[config.mk]
export PLATFORM = sky130hd
export DESIGN_NAME = acc_sequencer_top
export DESIGN_NICKNAME = d
export VERILOG_FILES = /design/src/rtl/acc_fsm_pkg.sv /design/src/rtl/acc_cmd_pkg.sv /design/src/rtl/acc_sequencer_top.sv /design/src/rtl/pass_sequencer.sv /design/src/rtl/conv_sequencer.sv /design/src/rtl/task_dispatch.sv
export SDC_FILE = /design/constraint.sdc
export NUM_CORES = 1
export LEC_CHECK = 0
export BUFFER_PORTS_ARGS = -buffer_cell sky130_fd_sc_hd__buf_2
export CORE_MARGIN = 3
export CORE_UTILIZATION = 29
export DETAILED_ROUTE_END_ITERATION = 8
export PLACE_DENSITY = 0.51
export SETUP_SLACK_MARGIN = 0.15
export SYNTH_ARGS = -nofsm -noshare
export SYNTH_HDL_FRONTEND = slang
export SYNTH_SLANG_ARGS = --single-unit
[constraint.sdc]
create_clock -name system_clk -period 3.65 [get_ports system_clk]
set_clock_uncertainty 0.05 [all_clocks]
set_input_delay 0 -clock system_clk [delete_from_list [all_inputs] [get_ports system_clk]]
set_output_delay 0 -clock system_clk [all_outputs]
set_load 0.01 [all_outputs]
[src/rtl/acc_fsm_pkg.sv]
`default_nettype none

package acc_fsm_pkg;

	typedef enum logic [1:0] {
		TASK_IDLE,
		TASK_WAIT_ORDER,
		TASK_CONV,
		TASK_PASS
	} task_state_e;

	// nested loop, input patches inside output patches
	typedef enum logic [2:0] {
		CONV_IDLE,
		CONV_SWAP_WB,
		CONV_WAIT_WB,
		CONV_WAIT_CALC,
		CONV_CHECK_IN,
		CONV_WAIT_RET,
		CONV_CHECK_OUT,
		CONV_DONE
	} conv_state_e;

	// add, pool and upsample share this one
	typedef enum logic [2:0] {
		PASS_IDLE,
		PASS_LOAD,
		PASS_WAIT_CALC,
		PASS_WAIT_RET,
		PASS_CHECK_IN,
		PASS_DONE
	} pass_state_e;

endpackage

`default_nettype wire

[src/rtl/acc_cmd_pkg.sv]
`default_nettype none

package acc_cmd_pkg;

	// order code as written by the host
	typedef logic [2:0] order_t;

	localparam order_t ORDER_CONV     = 3'd1;
	localparam order_t ORDER_ADD      = 3'd2;
	localparam order_t ORDER_POOL     = 3'd3;
	localparam order_t ORDER_UPSAMPLE = 3'd4;

	typedef logic [7:0] patch_cnt_t;

	// weight buffer swap request
	typedef logic [1:0] wb_change_t;

	localparam wb_change_t WB_FIRST = 2'b11;	// weights and bias
	localparam wb_change_t WB_NEXT  = 2'b01;	// weights only

	// one-hot return path, bit 0 conv .. bit 3 upsample
	typedef logic [3:0] ret_sel_t;

	// sliding window edge
	typedef logic [2:0] kern_t;

	localparam kern_t KERN_CONV = 3'd3;
	localparam kern_t KERN_POOL = 3'd5;

endpackage

`default_nettype wire
[src/rtl/acc_sequencer_top.sv]
`default_nettype none

module acc_sequencer_top import acc_cmd_pkg::*; (
	input  logic       system_clk,
	input  logic       rst_n,
	input  logic       task_start,
	input  logic       task_finish,
	input  logic       calculate_start,
	input  order_t     order,
	input  patch_cnt_t in_patch_num,
	input  patch_cnt_t out_patch_num,
	input  logic       weight_and_bias_ready,
	input  logic       compute_finish,
	input  logic       return_finish,
	input  logic       upsample_buffer_empty,
	output logic       calculate_finish,
	output wb_change_t change_weight_bias,
	output logic       load_feature_begin,
	output logic       compute_begin,
	output logic       return_req,
	output logic       refresh_return_addr,
	output logic       free_feature_read_addr,
	output logic       output_buffer_done,
	output logic       direct_out,
	output logic       bias_or_adder_feature,
	output ret_sel_t   return_select,
	output kern_t      kernel_size
);

	logic       conv_go;
	logic       pass_go;
	logic       conv_done;
	logic       pass_done;
	order_t     pass_order;
	patch_cnt_t in_patches;
	patch_cnt_t out_patches;

	// strobes from the convolution side
	wb_change_t conv_change_weight_bias;
	logic       conv_load_feature_begin;
	logic       conv_return_req;
	logic       conv_refresh_return_addr;
	logic       conv_compute_begin;
	logic       conv_free_feature_read_addr;
	logic       conv_output_buffer_done;

	// strobes from add / pool / upsample
	logic       pass_load_feature_begin;
	logic       pass_return_req;
	logic       pass_refresh_return_addr;
	logic       pass_compute_begin;
	logic       pass_free_feature_read_addr;
	logic       pass_output_buffer_done;

	task_dispatch u_task_dispatch (
		.system_clk                  (system_clk),
		.rst_n                       (rst_n),
		.task_start                  (task_start),
		.task_finish                 (task_finish),
		.calculate_start             (calculate_start),
		.order                       (order),
		.in_patch_num                (in_patch_num),
		.out_patch_num               (out_patch_num),
		.conv_done                   (conv_done),
		.pass_done                   (pass_done),
		.conv_change_weight_bias     (conv_change_weight_bias),
		.conv_load_feature_begin     (conv_load_feature_begin),
		.conv_return_req             (conv_return_req),
		.conv_refresh_return_addr    (conv_refresh_return_addr),
		.conv_compute_begin          (conv_compute_begin),
		.conv_free_feature_read_addr (conv_free_feature_read_addr),
		.conv_output_buffer_done     (conv_output_buffer_done),
		.pass_load_feature_begin     (pass_load_feature_begin),
		.pass_return_req             (pass_return_req),
		.pass_refresh_return_addr    (pass_refresh_return_addr),
		.pass_compute_begin          (pass_compute_begin),
		.pass_free_feature_read_addr (pass_free_feature_read_addr),
		.pass_output_buffer_done     (pass_output_buffer_done),
		.calculate_finish            (calculate_finish),
		.conv_go                     (conv_go),
		.pass_go                     (pass_go),
		.pass_order                  (pass_order),
		.in_patches                  (in_patches),
		.out_patches                 (out_patches),
		.change_weight_bias          (change_weight_bias),
		.load_feature_begin          (load_feature_begin),
		.return_req                  (return_req),
		.refresh_return_addr         (refresh_return_addr),
		.compute_begin               (compute_begin),
		.free_feature_read_addr      (free_feature_read_addr),
		.output_buffer_done          (output_buffer_done),
		.return_select               (return_select),
		.kernel_size                 (kernel_size)
	);

	conv_sequencer u_conv_sequencer (
		.system_clk             (system_clk),
		.rst_n                  (rst_n),
		.conv_go                (conv_go),
		.in_patches             (in_patches),
		.out_patches            (out_patches),
		.weight_and_bias_ready  (weight_and_bias_ready),
		.compute_finish         (compute_finish),
		.return_finish          (return_finish),
		.conv_done              (conv_done),
		.change_weight_bias     (conv_change_weight_bias),
		.direct_out             (direct_out),
		.bias_or_adder_feature  (bias_or_adder_feature),
		.load_feature_begin     (conv_load_feature_begin),
		.return_req             (conv_return_req),
		.refresh_return_addr    (conv_refresh_return_addr),
		.compute_begin          (conv_compute_begin),
		.free_feature_read_addr (conv_free_feature_read_addr),
		.output_buffer_done     (conv_output_buffer_done)
	);

	pass_sequencer u_pass_sequencer (
		.system_clk             (system_clk),
		.rst_n                  (rst_n),
		.pass_go                (pass_go),
		.pass_order             (pass_order),
		.in_patches             (in_patches),
		.compute_finish         (compute_finish),
		.return_finish          (return_finish),
		.upsample_buffer_empty  (upsample_buffer_empty),
		.pass_done              (pass_done),
		.load_feature_begin     (pass_load_feature_begin),
		.return_req             (pass_return_req),
		.refresh_return_addr    (pass_refresh_return_addr),
		.compute_begin          (pass_compute_begin),
		.free_feature_read_addr (pass_free_feature_read_addr),
		.output_buffer_done     (pass_output_buffer_done)
	);

endmodule

`default_nettype wire

[src/rtl/pass_sequencer.sv]
`default_nettype none

module pass_sequencer import acc_cmd_pkg::*, acc_fsm_pkg::*; (
	input  logic       system_clk,
	input  logic       rst_n,
	input  logic       pass_go,
	input  order_t     pass_order,
	input  patch_cnt_t in_patches,
	input  logic       compute_finish,
	input  logic       return_finish,
	input  logic       upsample_buffer_empty,
	output logic       pass_done,
	output logic       load_feature_begin,
	output logic       return_req,
	output logic       refresh_return_addr,
	output logic       compute_begin,
	output logic       free_feature_read_addr,
	output logic       output_buffer_done
);

	pass_state_e pass_state;
	patch_cnt_t  in_cnt;
	logic        add_mode;
	logic        drain_ok;
	logic        in_all;
	logic        finish;

	assign add_mode = (pass_order == ORDER_ADD);
	// upsample holds the return until its buffer is empty
	assign drain_ok = add_mode | (pass_order == ORDER_POOL) | upsample_buffer_empty;
	assign in_all   = (in_cnt == in_patches);
	assign finish   = (pass_state == PASS_CHECK_IN) && (add_mode || in_all);	// add is one pass

	always_ff @(posedge system_clk or negedge rst_n) begin
		if (!rst_n) begin
			pass_state <= PASS_IDLE;
		end else begin
			case (pass_state)
				PASS_IDLE: begin
					if (pass_go) begin
						pass_state <= PASS_LOAD;
					end
				end
				PASS_LOAD: pass_state <= PASS_WAIT_CALC;
				PASS_WAIT_CALC: begin
					if (compute_finish) begin
						pass_state <= PASS_WAIT_RET;
					end
				end
				PASS_WAIT_RET: begin
					if (return_finish) begin
						pass_state <= PASS_CHECK_IN;
					end
				end
				PASS_CHECK_IN: pass_state <= finish ? PASS_DONE : PASS_LOAD;
				PASS_DONE: pass_state <= PASS_IDLE;
				default: pass_state <= PASS_IDLE;
			endcase
		end
	end

	always_ff @(posedge system_clk or negedge rst_n) begin
		if (!rst_n) begin
			in_cnt <= '0;
		end else if ((pass_state == PASS_WAIT_RET) && return_finish) begin
			in_cnt <= in_cnt + 8'd1;
		end else if (pass_state == PASS_DONE) begin
			in_cnt <= '0;
		end
	end

	always_ff @(posedge system_clk or negedge rst_n) begin
		if (!rst_n) begin
			load_feature_begin     <= 1'b0;
			return_req             <= 1'b0;
			refresh_return_addr    <= 1'b0;
			compute_begin          <= 1'b0;
			free_feature_read_addr <= 1'b0;
			output_buffer_done     <= 1'b0;
			pass_done              <= 1'b0;
		end else begin
			load_feature_begin  <= (pass_state == PASS_LOAD);
			return_req          <= (pass_state == PASS_LOAD);
			compute_begin       <= (pass_state == PASS_LOAD);
			refresh_return_addr <= (pass_state == PASS_LOAD) && (in_cnt == '0);	// first patch
			output_buffer_done  <= drain_ok &&
				(((pass_state == PASS_WAIT_CALC) && compute_finish) ||
				((pass_state == PASS_WAIT_RET) && !return_finish));
			free_feature_read_addr <= finish;
			pass_done              <= finish;
		end
	end

endmodule

`default_nettype wire

[src/rtl/conv_sequencer.sv]
`default_nettype none

module conv_sequencer import acc_cmd_pkg::*, acc_fsm_pkg::*; (
	input  logic       system_clk,
	input  logic       rst_n,
	input  logic       conv_go,
	input  patch_cnt_t in_patches,
	input  patch_cnt_t out_patches,
	input  logic       weight_and_bias_ready,
	input  logic       compute_finish,
	input  logic       return_finish,
	output logic       conv_done,
	output wb_change_t change_weight_bias,
	output logic       direct_out,
	output logic       bias_or_adder_feature,
	output logic       load_feature_begin,
	output logic       return_req,
	output logic       refresh_return_addr,
	output logic       compute_begin,
	output logic       free_feature_read_addr,
	output logic       output_buffer_done
);

	conv_state_e conv_state;
	patch_cnt_t  in_cnt;
	patch_cnt_t  out_cnt;
	patch_cnt_t  last_in;
	logic        first_in;
	logic        in_last;
	logic        in_all;
	logic        out_all;

	assign last_in  = in_patches - 8'd1;
	assign first_in = (in_cnt == '0);
	assign in_last  = (in_cnt == last_in);	// this patch streams straight out
	assign in_all   = (in_cnt == in_patches);
	assign out_all  = (out_cnt == out_patches);

	// first input patch starts from bias, later ones accumulate
	assign bias_or_adder_feature = first_in;

	always_ff @(posedge system_clk or negedge rst_n) begin
		if (!rst_n) begin
			conv_state <= CONV_IDLE;
		end else begin
			case (conv_state)
				CONV_IDLE: begin
					if (conv_go) begin
						conv_state <= CONV_SWAP_WB;
					end
				end
				CONV_SWAP_WB: conv_state <= CONV_WAIT_WB;
				CONV_WAIT_WB: begin
					if (weight_and_bias_ready) begin
						conv_state <= CONV_WAIT_CALC;
					end
				end
				CONV_WAIT_CALC: begin
					if (compute_finish) begin
						conv_state <= CONV_CHECK_IN;
					end
				end
				CONV_CHECK_IN: conv_state <= in_all ? CONV_WAIT_RET : CONV_SWAP_WB;
				CONV_WAIT_RET: begin
					if (return_finish) begin
						conv_state <= CONV_CHECK_OUT;
					end
				end
				CONV_CHECK_OUT: conv_state <= out_all ? CONV_DONE : CONV_SWAP_WB;
				CONV_DONE: conv_state <= CONV_IDLE;
				default: conv_state <= CONV_IDLE;
			endcase
		end
	end

	always_ff @(posedge system_clk or negedge rst_n) begin
		if (!rst_n) begin
			in_cnt <= '0;
		end else if ((conv_state == CONV_WAIT_CALC) && compute_finish) begin
			in_cnt <= in_cnt + 8'd1;
		end else if (conv_state == CONV_WAIT_RET) begin
			in_cnt <= '0;
		end
	end

	always_ff @(posedge system_clk or negedge rst_n) begin
		if (!rst_n) begin
			out_cnt <= '0;
		end else if ((conv_state == CONV_WAIT_RET) && return_finish) begin
			out_cnt <= out_cnt + 8'd1;
		end else if (conv_state == CONV_DONE) begin
			out_cnt <= '0;
		end
	end

	always_ff @(posedge system_clk or negedge rst_n) begin
		if (!rst_n) begin
			change_weight_bias     <= '0;
			load_feature_begin     <= 1'b0;
			return_req             <= 1'b0;
			refresh_return_addr    <= 1'b0;
			compute_begin          <= 1'b0;
			free_feature_read_addr <= 1'b0;
			output_buffer_done     <= 1'b0;
			conv_done              <= 1'b0;
		end else begin
			change_weight_bias <= '0;
			if (conv_state == CONV_SWAP_WB) begin
				change_weight_bias <= first_in ? WB_FIRST : WB_NEXT;
			end
			load_feature_begin  <= (change_weight_bias != '0);
			return_req          <= (conv_state == CONV_SWAP_WB) && in_last;
			refresh_return_addr <= (conv_state == CONV_SWAP_WB) && in_last && (out_cnt == '0);
			compute_begin       <= (conv_state == CONV_WAIT_WB) && weight_and_bias_ready;
			free_feature_read_addr <= (conv_state == CONV_CHECK_IN) && in_all;
			// level for the whole return wait
			output_buffer_done <= ((conv_state == CONV_CHECK_IN) && in_all) ||
				((conv_state == CONV_WAIT_RET) && !return_finish);
			conv_done <= (conv_state == CONV_CHECK_OUT) && out_all;
		end
	end

	always_ff @(posedge system_clk or negedge rst_n) begin
		if (!rst_n) begin
			direct_out <= 1'b0;
		end else if (conv_state == CONV_SWAP_WB) begin
			direct_out <= in_last;
		end else if (conv_state == CONV_DONE) begin
			direct_out <= 1'b0;
		end
	end

endmodule

`default_nettype wire

[src/rtl/task_dispatch.sv]
`default_nettype none

module task_dispatch import acc_cmd_pkg::*, acc_fsm_pkg::*; (
	input  logic       system_clk,
	input  logic       rst_n,
	input  logic       task_start,
	input  logic       task_finish,
	input  logic       calculate_start,
	input  order_t     order,
	input  patch_cnt_t in_patch_num,
	input  patch_cnt_t out_patch_num,
	input  logic       conv_done,
	input  logic       pass_done,
	input  wb_change_t conv_change_weight_bias,
	input  logic       conv_load_feature_begin,
	input  logic       conv_return_req,
	input  logic       conv_refresh_return_addr,
	input  logic       conv_compute_begin,
	input  logic       conv_free_feature_read_addr,
	input  logic       conv_output_buffer_done,
	input  logic       pass_load_feature_begin,
	input  logic       pass_return_req,
	input  logic       pass_refresh_return_addr,
	input  logic       pass_compute_begin,
	input  logic       pass_free_feature_read_addr,
	input  logic       pass_output_buffer_done,
	output logic       calculate_finish,
	output logic       conv_go,
	output logic       pass_go,
	output order_t     pass_order,
	output patch_cnt_t in_patches,
	output patch_cnt_t out_patches,
	output wb_change_t change_weight_bias,
	output logic       load_feature_begin,
	output logic       return_req,
	output logic       refresh_return_addr,
	output logic       compute_begin,
	output logic       free_feature_read_addr,
	output logic       output_buffer_done,
	output ret_sel_t   return_select,
	output kern_t      kernel_size
);

	task_state_e task_state;
	logic        order_known;
	logic        accept;
	logic        run_conv;
	logic        run_pass;

	assign order_known = (order == ORDER_CONV) | (order == ORDER_ADD) |
		(order == ORDER_POOL) | (order == ORDER_UPSAMPLE);
	assign accept = (task_state == TASK_WAIT_ORDER) & calculate_start & order_known;

	always_ff @(posedge system_clk or negedge rst_n) begin
		if (!rst_n) begin
			task_state <= TASK_IDLE;
		end else begin
			case (task_state)
				TASK_IDLE: begin
					if (task_start) begin
						task_state <= TASK_WAIT_ORDER;
					end
				end
				TASK_WAIT_ORDER: begin
					if (accept) begin
						task_state <= (order == ORDER_CONV) ? TASK_CONV : TASK_PASS;
					end else if (task_finish) begin
						task_state <= TASK_IDLE;
					end
				end
				TASK_CONV: begin
					if (conv_done) begin
						task_state <= TASK_WAIT_ORDER;
					end
				end
				TASK_PASS: begin
					if (pass_done) begin
						task_state <= TASK_WAIT_ORDER;
					end
				end
				default: task_state <= TASK_IDLE;
			endcase
		end
	end

	// start pulses leave on the same edge as the state change
	always_ff @(posedge system_clk or negedge rst_n) begin
		if (!rst_n) begin
			conv_go <= 1'b0;
			pass_go <= 1'b0;
		end else begin
			conv_go <= accept & (order == ORDER_CONV);
			pass_go <= accept & (order != ORDER_CONV);
		end
	end

	always_ff @(posedge system_clk) begin
		if (accept) begin
			pass_order  <= order;
			in_patches  <= in_patch_num;
			out_patches <= out_patch_num;
		end
	end

	assign calculate_finish = (task_state == TASK_IDLE) | (task_state == TASK_WAIT_ORDER);

	// only one sequencer runs at a time
	assign change_weight_bias     = conv_change_weight_bias;
	assign load_feature_begin     = conv_load_feature_begin | pass_load_feature_begin;
	assign return_req             = conv_return_req | pass_return_req;
	assign refresh_return_addr    = conv_refresh_return_addr | pass_refresh_return_addr;
	assign compute_begin          = conv_compute_begin | pass_compute_begin;
	assign free_feature_read_addr = conv_free_feature_read_addr | pass_free_feature_read_addr;
	assign output_buffer_done     = conv_output_buffer_done | pass_output_buffer_done;

	assign run_conv = (task_state == TASK_CONV);
	assign run_pass = (task_state == TASK_PASS);

	assign return_select = {run_pass & (pass_order == ORDER_UPSAMPLE),
		run_pass & (pass_order == ORDER_POOL),
		run_pass & (pass_order == ORDER_ADD),
		run_conv};

	assign kernel_size = (run_pass & (pass_order == ORDER_POOL)) ? KERN_POOL : KERN_CONV;

endmodule

`default_nettype wire

==> run metrics <==
Slew @ Worst Pin=1.08 ns; number of max-slew violations in the final report=0; placed cell areas=3750 um^2; Synth Net Count=about 370; number of synthesized flops with an enable pin=19; nets=430; vias in the first global route=between 2000 and 3000; critical path fanouts, max=5; Achievable Freq=414 MHz; core region area=between 10000 and 15000 um^2; Most used DFF post-synth=dfrtp_1; Die Span Y=115 um; clock share of power=0.361; initial antenna violation count=0; Internal=2000 uW; number of detailed-route iterations in the first pass=4; relative slew slack=0.278; Non-Filler Instances=543; Routed WL per cell=~14 um; asr flop ratio synth=0.716; starting density of the core=0.299; Post-Syn Area=3450 um^2; CTS tree=done; status=completed; diode count=0; CP endpoint kind=register; Final GP Congestion=0.791; Pleak=0.00198 uW; WL final=around 7.7 mm; type of origin of the critical path=register; total track usage=0.124; Worst-Skew Late Latency=0.34 ns; vias per inst=4.73; placed cells=around 500; # rows=39; Ys Warns=0; Detailed Route Iter0 Violations=83; Final Cycle Share=0.662; combinational group share of total power=0.242; Syn-to-layout area delta=27.0%; root buffer selected by CTS=clkbuf_16; most frequent cells in the layout=dfrtp_1, buf_2, nand2_1, dlygate4sd3_1, o21ai_0; number of filler cells placed in the layout=approximately 1200; H-tree levels=3; Worst EP arrival=2.64 ns; CP required=3.87 ns; Port Buffers=between 40 and 50; Setup TNS=0 ns; Num CTS Buffers=9; Seq cells post-synth=67; mean post-synth cell area=10.4 um^2; clk sinks=67; max_cap viols=0; Clock Tree Buf Depth=2; gr ovfl total=0; I/O pin cnt=46; post-route ant nets=0; Die Wd=about 120 um; final number of hold-violating endpoints=0; first-pass GRT wire length=12.8 mm; Post-CTS Resized=0; minimum clock period=around 2.4 ns; CTS hold repair buffers=26; final instance area=~4400 um^2; clock transition at the registers of the reported paths=0.06 ns; post-DP HPWL=5.49 mm; RSZ-0062 raised after global routing=no; switching pwr=between 900 and 1000 uW; Worst VDD drop=between 0.2 and 0.3 mV; Seq/Total Area, Yosys=0.514; final core occ=0.380; DR DRC count=0; Seq pwr share=0.397; HP Class=primary input to register; die area=around 13000 um^2; number of setup buffers added after CTS=0; worst hold slack=0.0263 ns; layout cells sized above 1=0.180; critical path type=register to register; final number of setup-violating endpoints=0; post-synth cell types=56; Cells after Synth=330; DR vias=2568; Switching Share=0.319; most common cell after layout, fill and taps aside=dfrtp_1; pwr dens=671 nW/um^2; pin count of the biggest net entering global routing=49
## Yosys cell counts (all sizes together) (6+ instances only)
library cell | instances | area [um^2]
xor2 | 19 | 166
or2 | 8 | 50.1
nand3 | 16 | 80.1
xnor2 | 12 | 105
nand2 | 28 | 105
nor2 | 17 | 63.8
edfxtp | 19 | 571
clkbuf | 9 | 35.0
and3 | 6 | 38.8
nor3 | 7 | 35.0
o21ai | 22 | 110
a21oi | 7 | 35.0
mux2i | 9 | 90.1
buf | 8 | 68.8
inv | 20 | 75.1
ha | 7 | 87.6
a31oi | 6 | 37.5
dfrtp | 48 | 1200
nand4 | 8 | 50.1
## routing by layer
layer	track usage	share of wire
met1	0.159	0.48
met2	0.200	0.47
met3	0.0326	0.032
met4	0.0477	0.018
met5	0	0
## through the flow
stage,total power [uW],setup slack (ns)
4_1_cts,2980,1.22
6_report,2940,1.23
5_1_grt,3140,1.09
3_3_place_gp,1860,1.32
2_1_floorplan,1650,1.45
3_5_place_dp,1870,1.24
## critical path: stages, from the launching register on
cell       delay [ns]
edfxtp_1         0.44
inv_1            0.07
ha_1             0.26
xor2_1           0.19
o41a_1           0.35
or4_4            0.53
a2111oi_4        0.26
and3_1           0.21
## final cells by class
type,count,area (um^2),share of cell area
clock inverters,6,136,0.0311
clock buffers,10,229,0.0523
repair buffers,71,488,0.111
flip-flops and latches,67,1770,0.405
multi-input cells,226,1500,0.343
well taps,143,179,0.0409
inverters,20,75.1,0.0171
## registers in the layout (all words and copies together), names as in the netlist, 2 cells and up
signal / count
u_conv_sequencer.out_cnt: 8
u_pass_sequencer.pass_state: 3
u_conv_sequencer.change_weight_bias: 2
u_conv_sequencer.conv_state: 3
u_task_dispatch.pass_order: 3
u_conv_sequencer.in_cnt: 8
u_task_dispatch.task_state: 2
u_pass_sequencer.in_cnt: 8
u_task_dispatch.in_patches: 8
u_task_dispatch.out_patches: 8
## path summary, 6_finish.rpt
check | slack [ns] | cells past startpoint | startpoint | endpoint
setup / recovery | 1.23 | 7 | u_task_dispatch.in_patches[0] | u_conv_sequencer.refresh_return_addr
hold / removal | 0.03 | 4 | task_start | u_task_dispatch.task_state[0]
setup reg to reg | 1.23 | 7 | u_task_dispatch.in_patches[0] | u_conv_sequencer.refresh_return_addr
hold reg to reg | 0.41 | 1 | u_conv_sequencer.change_weight_bias[0] | u_conv_sequencer.load_feature_begin
max in group asynchronous | 2.86 | 3 | rst_n | u_conv_sequencer.in_cnt[6]
min in group asynchronous | 0.26 | 3 | rst_n | u_conv_sequencer.free_feature_read_addr
## cell families (layout without fill, tap and decap cells)
kind of cell / count (synthesis) / count (layout) / share of synthesized area
other cells: 1 / 1 / 0.00109
buf+inv: 37 / 107 / 0.0519
simple gates: 121 / 121 / 0.190
fa+ha+maj: 7 / 7 / 0.0254
xor+xnor: 32 / 32 / 0.0853
mux: 9 / 9 / 0.0261
flops: 67 / 67 / 0.514
compound gates: 56 / 56 / 0.107
## power by group through the flow
stage,Clock [uW],Sequential (uW),Combinational (uW)
2_1_floorplan,0,1060,596
3_3_place_gp,0,1180,687
3_5_place_dp,0,1180,696
4_1_cts,1090,1170,722
5_1_grt,1120,1200,814
6_report,1060,1170,710
(Power assumes the default switching activity.)
